## config.mk

```make
export PLATFORM = sky130hd
export DESIGN_NAME = spi_bridge_top
export DESIGN_NICKNAME = d
export VERILOG_FILES = /design/src/rtl/spi_pkg.sv /design/src/rtl/spi_cmd_stage.sv /design/src/rtl/spi_master.sv /design/src/rtl/spi_rsp_stage.sv /design/src/rtl/spi_bridge_top.sv
export SDC_FILE = /design/constraint.sdc
export NUM_CORES = 1
export LEC_CHECK = 0
export ABC_AREA = 1
export BUFFER_PORTS_ARGS = -buffer_cell sky130_fd_sc_hd__buf_2
export CORE_AREA = 3 3 77 79
export CTS_BUF_LIST = sky130_fd_sc_hd__clkbuf_8 sky130_fd_sc_hd__clkbuf_16
export DETAILED_ROUTE_END_ITERATION = 8
export DIE_AREA = 0 0 80 82
export PLACE_DENSITY_LB_ADDON = 0.3
export SLEW_MARGIN = 20
export SYNTH_ARGS = -nofsm -noshare
export SYNTH_HDL_FRONTEND = slang
export SYNTH_SLANG_ARGS = --single-unit
```

## constraint.sdc

```tcl
create_clock -name clk -period 2.5 [get_ports clk]
set_input_delay 0.625 -clock clk [delete_from_list [all_inputs] [get_ports clk]]
set_output_delay 0.625 -clock clk [all_outputs]
set_load 0.02 [all_outputs]
```

## src/rtl/spi_pkg.sv

```systemverilog
package spi_pkg;

  // Command tag width, echoed back in the response
  localparam int TAG_W = 4;

  // Number of slave selects on the bus
  localparam int NUM_CS = 2;

  // Select field width, enough to index NUM_CS
  localparam int CS_W = 1;

  // Command header that rides along with the transfer
  typedef struct packed {
    logic [TAG_W-1:0] tag;     // Host tag, returned unchanged
    logic [CS_W-1:0]  cs_sel;  // Which ss_n to pull low
  } spi_hdr_t;

  // Response header seen by the host
  // Received word travels next to it as rsp_data
  typedef struct packed {
    logic [TAG_W-1:0] tag;     // Tag of the finished command
    logic [CS_W-1:0]  cs_sel;  // Slave that answered
  } spi_rsp_t;

endpackage

```

## src/rtl/spi_cmd_stage.sv

```systemverilog
`timescale 1ns/1ns

module spi_cmd_stage
  import spi_pkg::*;
#(
  parameter int DATA_WIDTH = 8
) (
  input  logic                  clk,
  input  logic                  rst_n,
  input  logic                  cmd_valid,   // One-cycle command strobe
  input  spi_hdr_t              cmd_hdr,
  input  logic [DATA_WIDTH-1:0] cmd_data,
  input  logic                  idle,        // Master ready for a start
  output logic                  start,       // One-cycle launch pulse
  output spi_hdr_t              start_hdr,
  output logic [DATA_WIDTH-1:0] start_data,
  output logic                  busy,
  output logic                  overflow     // Command dropped
);

  logic                  full;        // Buffer holds a command
  spi_hdr_t              buf_hdr;     // Buffered header
  logic [DATA_WIDTH-1:0] buf_data;    // Buffered transmit word
  logic                  can_launch;  // Master free, no launch in flight
  logic                  launch_buf;  // Buffer entry goes out
  logic                  launch_cmd;  // New command bypasses buffer
  logic                  store_cmd;   // New command parks in buffer

  // start still high means the master has not dropped idle yet
  assign can_launch = idle && !start;
  assign launch_buf = full && can_launch;
  assign launch_cmd = cmd_valid && !full && can_launch;
  assign store_cmd  = cmd_valid && !full && !can_launch;

  assign busy = full || start || !idle;  // Anything queued or running

  always_ff @(posedge clk or negedge rst_n) begin
    if (!rst_n) begin
      start    <= 1'b0;
      full     <= 1'b0;
      overflow <= 1'b0;
    end else begin
      start    <= launch_buf || launch_cmd;
      overflow <= cmd_valid && full;  // Full buffer, command lost
      if (launch_buf) begin
        full <= 1'b0;
      end else if (store_cmd) begin
        full <= 1'b1;
      end
    end
  end

  // Payload registers
  always_ff @(posedge clk) begin
    if (launch_buf) begin
      start_hdr  <= buf_hdr;   // Oldest command first
      start_data <= buf_data;
    end else if (launch_cmd) begin
      start_hdr  <= cmd_hdr;
      start_data <= cmd_data;
    end
    if (store_cmd) begin
      buf_hdr  <= cmd_hdr;
      buf_data <= cmd_data;
    end
  end

endmodule

```

## src/rtl/spi_master.sv

```systemverilog
`timescale 1ns/1ns

module spi_master
  import spi_pkg::*;
#(
  parameter int DATA_WIDTH = 8,
  parameter int CLK_DIV    = 4   // Clocks per sclk half-period, at least 2
) (
  input  logic                  clk,
  input  logic                  rst_n,
  input  logic                  start,       // Launch pulse, only while idle
  input  spi_hdr_t              start_hdr,
  input  logic [DATA_WIDTH-1:0] start_data,
  input  logic                  miso,
  output logic                  idle,
  output logic                  done,        // One-cycle completion pulse
  output spi_hdr_t              done_hdr,
  output logic [DATA_WIDTH-1:0] rx_word,
  output logic                  sclk,
  output logic                  mosi,
  output logic [NUM_CS-1:0]     ss_n
);

  localparam int CNT_W = $clog2(CLK_DIV);
  localparam int BIT_W = $clog2(DATA_WIDTH);
  localparam logic [CNT_W-1:0] CNT_MAX  = CNT_W'(CLK_DIV - 1);
  localparam logic [BIT_W-1:0] LAST_BIT = BIT_W'(DATA_WIDTH - 1);

  typedef enum logic [1:0] {
    ST_IDLE,
    ST_SETUP,   // ss_n low, MSB on mosi, sclk low
    ST_SHIFT,   // DATA_WIDTH sclk periods
    ST_HOLD     // sclk low before ss_n rises
  } state_t;

  state_t                state;
  logic [CNT_W-1:0]      half_cnt;   // Clocks within a half-period
  logic [BIT_W-1:0]      bit_cnt;    // Bits sampled so far minus one
  logic                  half_end;   // Last clock of a half-period
  logic [DATA_WIDTH-1:0] tx_sr;      // Transmit shift, MSB on mosi
  logic [DATA_WIDTH-1:0] rx_sr;      // Receive shift, fills from LSB
  spi_hdr_t              hdr_q;      // Header latched at start

  assign half_end = (half_cnt == CNT_MAX);
  assign idle     = (state == ST_IDLE) && !done;  // Rises the cycle after done
  assign mosi     = tx_sr[DATA_WIDTH-1];
  assign rx_word  = rx_sr;
  assign done_hdr = hdr_q;

  always_ff @(posedge clk or negedge rst_n) begin
    if (!rst_n) begin
      state    <= ST_IDLE;
      half_cnt <= '0;
      bit_cnt  <= '0;
      sclk     <= 1'b0;
      ss_n     <= '1;     // All slaves deselected
      done     <= 1'b0;
      tx_sr    <= '0;     // Keeps mosi low out of reset
    end else begin
      done <= 1'b0;
      if (state != ST_IDLE) begin
        half_cnt <= half_end ? '0 : half_cnt + 1'b1;
      end
      case (state)
        ST_IDLE: begin
          if (start) begin
            state    <= ST_SETUP;
            half_cnt <= '0;
            bit_cnt  <= '0;
            tx_sr    <= start_data;                   // MSB out right away
            ss_n     <= ~(NUM_CS'(1) << start_hdr.cs_sel);
          end
        end
        ST_SETUP: begin
          if (half_end) begin
            state <= ST_SHIFT;
            sclk  <= 1'b1;                            // First rising edge
          end
        end
        ST_SHIFT: begin
          if (half_end) begin
            if (sclk) begin
              sclk  <= 1'b0;
              tx_sr <= {tx_sr[DATA_WIDTH-2:0], 1'b0}; // Next bit on falling edge
            end else if (bit_cnt == LAST_BIT) begin
              state <= ST_HOLD;                       // Last period finished
            end else begin
              sclk    <= 1'b1;
              bit_cnt <= bit_cnt + 1'b1;
            end
          end
        end
        ST_HOLD: begin
          if (half_end) begin
            state <= ST_IDLE;
            ss_n  <= '1;
            done  <= 1'b1;
          end
        end
        default: state <= ST_IDLE;
      endcase
    end
  end

  // Payload capture, miso taken as sclk goes high
  always_ff @(posedge clk) begin
    if (state == ST_IDLE && start) begin
      hdr_q <= start_hdr;
    end
    if (half_end && (state == ST_SETUP || (state == ST_SHIFT && !sclk &&
        bit_cnt != LAST_BIT))) begin
      rx_sr <= {rx_sr[DATA_WIDTH-2:0], miso};
    end
  end

endmodule

```

## src/rtl/spi_rsp_stage.sv

```systemverilog
`timescale 1ns/1ns

module spi_rsp_stage
  import spi_pkg::*;
#(
  parameter int DATA_WIDTH = 8
) (
  input  logic                  clk,
  input  logic                  rst_n,
  input  logic                  done,       // Transfer finished
  input  spi_hdr_t              done_hdr,
  input  logic [DATA_WIDTH-1:0] rx_word,
  output logic                  rsp_valid,  // One cycle after done
  output spi_rsp_t              rsp,
  output logic [DATA_WIDTH-1:0] rsp_data
);

  spi_rsp_t rsp_next;  // Header mapped to the response layout

  always_comb begin
    rsp_next.tag    = done_hdr.tag;
    rsp_next.cs_sel = done_hdr.cs_sel;
  end

  // Strobe only
  always_ff @(posedge clk or negedge rst_n) begin
    if (!rst_n) begin
      rsp_valid <= 1'b0;
    end else begin
      rsp_valid <= done;
    end
  end

  // Held until the next done, a polling host can read it late
  always_ff @(posedge clk) begin
    if (done) begin
      rsp      <= rsp_next;
      rsp_data <= rx_word;
    end
  end

endmodule

```

## src/rtl/spi_bridge_top.sv

```systemverilog
`timescale 1ns/1ns

module spi_bridge_top
  import spi_pkg::*;
#(
  parameter int DATA_WIDTH = 8,
  parameter int CLK_DIV    = 4
) (
  input  logic                  clk,
  input  logic                  rst_n,
  input  logic                  cmd_valid,
  input  spi_hdr_t              cmd_hdr,
  input  logic [DATA_WIDTH-1:0] cmd_data,
  input  logic                  miso,
  output logic                  busy,
  output logic                  overflow,
  output logic                  rsp_valid,
  output spi_rsp_t              rsp,
  output logic [DATA_WIDTH-1:0] rsp_data,
  output logic                  sclk,
  output logic                  mosi,
  output logic [NUM_CS-1:0]     ss_n
);

  logic                  start;       // Command stage to master
  spi_hdr_t              start_hdr;
  logic [DATA_WIDTH-1:0] start_data;
  logic                  idle;        // Master back to command stage
  logic                  done;        // Master to response stage
  spi_hdr_t              done_hdr;
  logic [DATA_WIDTH-1:0] rx_word;

  spi_cmd_stage #(
    .DATA_WIDTH (DATA_WIDTH)
  ) cmd_stage_i (
    .clk        (clk),
    .rst_n      (rst_n),
    .cmd_valid  (cmd_valid),
    .cmd_hdr    (cmd_hdr),
    .cmd_data   (cmd_data),
    .idle       (idle),
    .start      (start),
    .start_hdr  (start_hdr),
    .start_data (start_data),
    .busy       (busy),
    .overflow   (overflow)
  );

  spi_master #(
    .DATA_WIDTH (DATA_WIDTH),
    .CLK_DIV    (CLK_DIV)
  ) master_i (
    .clk        (clk),
    .rst_n      (rst_n),
    .start      (start),
    .start_hdr  (start_hdr),
    .start_data (start_data),
    .miso       (miso),
    .idle       (idle),
    .done       (done),
    .done_hdr   (done_hdr),
    .rx_word    (rx_word),
    .sclk       (sclk),
    .mosi       (mosi),
    .ss_n       (ss_n)
  );

  spi_rsp_stage #(
    .DATA_WIDTH (DATA_WIDTH)
  ) rsp_stage_i (
    .clk        (clk),
    .rst_n      (rst_n),
    .done       (done),
    .done_hdr   (done_hdr),
    .rx_word    (rx_word),
    .rsp_valid  (rsp_valid),
    .rsp        (rsp),
    .rsp_data   (rsp_data)
  );

endmodule

```

==> summary.md, run 1 <==
| Metric | Value |
|---|---|
| Slew @ Worst Pin | 0.579 ns |
| Pin count of the biggest net entering global routing | 24 |
| Status | complete, no violations |
| Site row count | 27 |
| Clock root buffer master | clkbuf_8 |
| Vias in the first global route | 1691 |
| Starting Density | 56.0% |
| Max IR drop VDD | 0.000680 V |
| Full die area | 6560 sq um |
| Worst-path clk slew | 0.08 ns |
| H-tree depth | 3 |
| Post-synthesis cell area | 3030 sq um |
| Syn_area_per_cell | 12.4 sq um |
| CTS sink cnt | 75 |
| Area delta synth->final | 14.5% |
| Post-CTS Resized | 0 |
| DR vias | 1759 |
| Crit Path Class | register to primary output |
| Post-route DRC | 0 |
| Fin crit share | 90.1% |
| GRT overflow | 0 |
| Fin. Hold Viols | 0 |
| R2R depth | 8 |
| Drt first pass iters | 4 |
| Max-Cap Viols | 0 |
| Synthesized Nets | 270 |
| Synthesized flop and latch total | 75 |
| Layout Nets | 313 |
| First-pass GRT wire length | 7510 um |
| FILL cells | 425 |
| Die X | 80 um |
| Min-Delay Path Class | primary input to asynchronous set/reset pin |
| FMAX | 444 MHz |
| Final Instance Count excl. Fillers | 364 |
| Final Cell Area | 3470 sq um |
| Leak | 1.54 nW |
| Die Y | 82 um |
| Most common cell after layout, fill and taps aside | nand2_1 |
| Yosys cell types | 23 |
| First DRT Iteration DRCs | 86 |
| Placed insts | 348 |
| Core area | 5410 sq um |
| RSZ-0062 raised after global routing | no |
| I/O pin count | 37 |
| N_diodes | 0 |
| Placed Area | 3270 sq um |
| Sequential area share after synthesis | 70.7% |
| WP data arrival | 1.63 ns |
| Setup Total Neg Slack | 0 ns |
| Routed WL per cell | 12.2 um |
| Flop2flop setup slack | 0.47 ns |
| Crit path launch type | register |
| Fraction of layout cells with a size suffix above 1 | 26.4% |
| Setup crit end kind | primary output |
| Register area | 2140 sq um |
| Req. time, crit path | 1.88 ns |
| Post-detail-place hpwl | 3200 um |
| Yosys warns | 0 |
| Post-CTS Hold Buffers | 0 |
| Share of the synthesized area in the top cell type | 51.6% |
| Cts bufs inserted | 9 |
| Multi-input gate area | 754 sq um |
| Gr usage total | 15.4% |
| Critical Path Fanout Max | 6 |
| CTS tree | built |
| Initial antenna violation count | 0 |
| Number of setup buffers added after CTS | 0 |
| Reg2reg start | master_i.state[0] |
| Clock Skew | 0.0100 ns |
| Final wirelength | 4440 um |
| Vias per cell | 4.83 |
| Pwr Density | 1220 nW/um^2 |
| Most frequent cells in the layout | 64 x nand2_1, 52 x edfxtp_1, 36 x buf_2 |
| Slew Limit Headroom | 61.4% |
| CTS max path bufs | 2 |
| Final Setup Violations | 0 |
| Routed Antenna Nets | 0 |
| Top cells by area, synth | edfxtp_1 52%, dfrtp_1 17%, nand2_1 7.9%, ha_1 3.7%, nand3_1 3.0% |
| Largest area contributor in the netlist | edfxtp_1 |
| Synth Instances | 244 |
| Latest clock arrival within the worst-skew pair | 0.34 ns |
| Max-slew violation count | 0 |
| Reg-to-Reg End | cmd_stage_i.buf_data[0] |
| Pwr Total | 4.22 mW |
| GP Congestion | 0.804 |
| Final Critical Period | 2.25 ns |
| IO Port Bufs | 36 |
cells by family (layout without fill, tap and decap cells):
group / after synthesis / in the layout / share of synthesized area [%]
AOI/OAI and AO/OA: 28 / 28 / 5.95
adders and majority gates: 9 / 9 / 3.72
and+or+nand+nor: 104 / 104 / 15.3
buffers and inverters: 28 / 76 / 4.38
DFF: 75 / 75 / 70.7
worst max-delay path, stage by stage (launching register included):
cell and delay, ns:
dfrtp_1 0.42, inv_1 0.14, ha_1 0.29, nand2_2 0.13, nor2_4 0.11, nand2_1 0.06, buf_2 0.15
flip-flops by register name, summed over array words and instances, names as in the netlist:
register / cells
cmd_stage_i.buf_data: 8
cmd_stage_i.buf_hdr: 5
cmd_stage_i.full: 1
cmd_stage_i.overflow: 1
cmd_stage_i.start: 1
cmd_stage_i.start_data: 8
cmd_stage_i.start_hdr: 5
master_i.bit_cnt: 3
master_i.done: 1
master_i.done_hdr: 5
master_i.half_cnt: 2
master_i.rx_word: 8
master_i.sclk: 1
master_i.ss_n: 2
master_i.state: 2
master_i.tx_sr: 8
rsp_stage_i.rsp: 5
rsp_stage_i.rsp_data: 8
rsp_stage_i.rsp_valid: 1
cell type report:
class,count,share of cell area (%)
clock buffers,9,3.57
clock inverters,7,2.20
inverters,21,2.27
multi-input cells,141,21.8
flip-flops and latches,75,61.7
well taps,72,2.60
repair buffers,39,5.85
per-layer routing:
metal / vias to the layer above / global-route usage (%) / share of wire (%)
met5: - / 0 / 0
met3: 8 / 5.81 / 5.0
met1: 799 / 20.2 / 48
li1: 909 / - / -
met4: 0 / 6.42 / 1.7
met2: 43 / 23.3 / 46
through the flow:
stage	util (%)	hold WS [ns]	setup WS [ns]
CTS	64.1	0.247	0.209
floorplan	-	0.329	0.395
detailed placement	60.4	0.405	0.469
global route	64.1	0.265	0.0906
global placement	60.4	0.401	0.515
finish	64.1	0.250	0.246
worst max-delay path by stage:
stage	start	endpoint
6_report	master_i.state[0]	busy
5_1_grt	master_i.state[0]	busy
4_1_cts	master_i.state[0]	busy
3_5_place_dp	master_i.state[1]	cmd_stage_i.buf_data[0]
3_3_place_gp	master_i.state[1]	cmd_stage_i.buf_data[0]
2_1_floorplan	master_i.state[0]	cmd_stage_i.start_data[0]
synth_stat cells:
master	number
nand2_1	64
edfxtp_1	52
dfrtp_1	21
inv_1	20
nand3_1	18
o21ai_0	14
ha_1	9
o21ai_2	8
or2_2	8
nor2_1	6
buf_2	3
buf_6	3
nand4_1	3
dfstp_2	2
nand2_2	2
o211ai_1	2
o21a_1	2
o21ai_1	2
clkbuf_2	1
inv_2	1
nand2_4	1
nor2_4	1
nor3_1	1
power breakdown:
group	internal, mW	switching (mW)	total [mW]
registers	1.79	0.191	1.98
logic	0.457	0.871	1.33
clock network	0.467	0.451	0.919
(Power assumes the default switching activity.)
==> run 2: changes to the inputs <==
--- a/config.mk
+++ b/config.mk
@@ -7,12 +7,11 @@
 export LEC_CHECK = 0
 export ABC_AREA = 1
 export BUFFER_PORTS_ARGS = -buffer_cell sky130_fd_sc_hd__buf_2
-export CORE_AREA = 3 3 77 79
+export CORE_AREA = 3 3 60 103
 export CTS_BUF_LIST = sky130_fd_sc_hd__clkbuf_8 sky130_fd_sc_hd__clkbuf_16
 export DETAILED_ROUTE_END_ITERATION = 8
-export DIE_AREA = 0 0 80 82
+export DIE_AREA = 0 0 63 106
 export PLACE_DENSITY_LB_ADDON = 0.3
-export SLEW_MARGIN = 20
 export SYNTH_ARGS = -nofsm -noshare
 export SYNTH_HDL_FRONTEND = slang
 export SYNTH_SLANG_ARGS = --single-unit
==> run 2 against run 1 <==
- wire length rose by 1.1%
- hold slack got worse by 0.0075 ns
- largest power group unchanged
- sequential cell count did not move
- sequential power barely moved
- register-to-register slack barely moved
- critical path type unchanged
- first-iteration DRC count fell by 5.8%
- non-clock buffer count rose by 1
- worst setup slack barely moved
- final cell count rose by 0.82%
- critical path depth did not move
- clock power rose by 1%
- utilization rose by 0.55 points
- largest cell class unchanged
==> summary.md, run 2 (same netlist as run 1, synthesis figures left out) <==
| Metric | Value |
|---|---|
| Post-detail-place hpwl | 3350 um |
| Sw frac | 35.9% |
| Final Instance Count excl. Fillers | 367 |
| Crit Path Class | register to primary output |
| Clock root buffer master | clkbuf_8 |
| N_diodes | 0 |
| GP Congestion | 0.851 |
| FMAX | 444 MHz |
| Post-route DRC | 0 |
| Worst-path clk slew | 0.08 ns |
| Max IR drop VDD | 0.000841 V |
| Slew @ Worst Pin | 0.566 ns |
| RSZ-0062 raised after global routing | no |
| GRT overflow | 0 |
| Fin crit share | 90.2% |
| Routed WL per cell | 12.2 um |
| Latest clock arrival within the worst-skew pair | 0.34 ns |
| CP max stage delay | 0.42 ns |
| WP data arrival | 1.63 ns |
| Min-Delay Path Class | primary input to asynchronous set/reset pin |
| Hold Worst Slack | 0.243 ns |
| Area delta synth->final | 15.1% |
| Fraction of layout cells with a size suffix above 1 | 27.0% |
| First DRT Iteration DRCs | 81 |
| Largest delay share family, worst path | flip-flops |
| Cts bufs inserted | 9 |
| Layout Nets | 314 |
| Starting Density | 56.2% |
| Number of setup buffers added after CTS | 0 |
| Final Critical Period | 2.25 ns |
| CTS max path bufs | 2 |
| Die X | 63 um |
| Full die area | 6680 sq um |
| First-pass GRT wire length | 7890 um |
| Crit-path cells | inv_1, ha_1, nand2_2, nor2_4, nand2_1, buf_2 |
| Critical Path Fanout Max | 6 |
| Slew Limit Headroom | 62.2% |
| Clock Skew | 0.0114 ns |
| Clock share of power | 21.9% |
| CTS tree | built |
| Max-Cap Viols | 0 |
| Setup Total Neg Slack | 0 ns |
| FILL cells | 421 |
| DR vias | 1841 |
| Pwr Density | 1220 nW/um^2 |
| P_int | 2.73 mW |
| Setup crit end kind | primary output |
| Crit path launch type | register |
| IO Port Bufs | 36 |
| Vias per cell | 5.02 |
| Req. time, crit path | 1.88 ns |
| Flop pwr share | 46.4% |
| Post-CTS Hold Buffers | 0 |
| I/O pin count | 37 |
| CTS sink cnt | 75 |
| Pin count of the biggest net entering global routing | 24 |
| Max-slew violation count | 0 |
| Fin util | 64.7% |
| Gr usage total | 15.5% |
| Slowest cell on the critical path | dfrtp_1 |
| Drt first pass iters | 4 |
| Routed Antenna Nets | 0 |
| Most common cell after layout, fill and taps aside | nand2_1 |
| Final Setup Violations | 0 |
| Buf/Inv on CP | 2 |
| Site row count | 35 |
| Final wirelength | 4490 um |
| Most frequent cells in the layout | 64 x nand2_1, 52 x edfxtp_1, 36 x buf_2 |
| Leak | 1.57 nW |
| Placed insts | 351 |
| P_sw | 1.53 mW |
| Combinational share of power | 31.7% |
| Fin. Hold Viols | 0 |
| H-tree depth | 3 |
| Vias in the first global route | 1811 |
| Core area | 5390 sq um |
| Die Y | 106 um |
| Initial antenna violation count | 0 |
| Status | complete, no violations |
| Post-CTS Resized | 0 |
run 2: worst reg2reg max path: stages (launching register included):
cell     delay [ns]
dfrtp_1        0.41
inv_1          0.12
ha_1           0.28
nand2_2        0.14
nor2_4         0.05
buf_4          0.19
inv_1          0.10
nand3_1        0.07
inv_1          0.35
run 2: final timing paths:
| path | from | to | slack (ns) | depth (start not counted) |
|---|---|---|---|---|
| hold / removal | rst_n | master_i.state[0] | 0.24 | 1 |
| setup reg to reg | master_i.state[0] | cmd_stage_i.buf_hdr[1] | 0.46 | 8 |
| min in group clk | master_i.done_hdr[3] | rsp_stage_i.rsp[3] | 0.42 | 0 |
| hold reg to reg | master_i.done_hdr[3] | rsp_stage_i.rsp[3] | 0.42 | 0 |
| max in group asynchronous | rst_n | master_i.ss_n[1] | 1.90 | 1 |
| setup / recovery | master_i.state[0] | busy | 0.25 | 6 |
run 2: power groups by stage:
| stage | clock [mW] | sequential, mW | combinational (mW) |
|---|---|---|---|
| 2_1_floorplan | 0 | 2.00 | 1.06 |
| 3_3_place_gp | 0 | 1.99 | 1.32 |
| 3_5_place_dp | 0 | 2.00 | 1.36 |
| 4_1_cts | 0.963 | 1.98 | 1.36 |
| 5_1_grt | 1.01 | 2.02 | 1.55 |
| 6_report | 0.932 | 1.97 | 1.35 |
run 2: metal layers:
layer  vias to the layer above  track usage [%]  share of wire (%)  routed length [um]
li1                        914                -                  -                   -
met1                       867             17.1                 41                1840
met2                        50             26.2                 52                2330
met3                        10             4.76                4.9                 219
met4                         0             8.69                2.2                  99
met5                         -                0                  0                   0
run 2: cell type report:
class                      instances  area, sq um  area share (%)
sequential                        75         2140            61.4
multi-input combinational        141          754            21.7
timing repair buffer              40          210            6.03
clock buffer                       9          124            3.56
tap                               74         92.6            2.66
clock inverter                     7         83.8            2.41
inverter                          21         78.8            2.26
run 2: stage by stage:
step / power (mW) / cell area, sq um / worst slack [ns]
detailed placement: 3.36 / 3280 / 0.472
floorplan: 3.06 / 3030 / 0.395
global placement: 3.31 / 3280 / 0.561
global route: 4.58 / 3480 / 0.120
finish: 4.25 / 3480 / 0.246
CTS: 4.31 / 3480 / 0.223
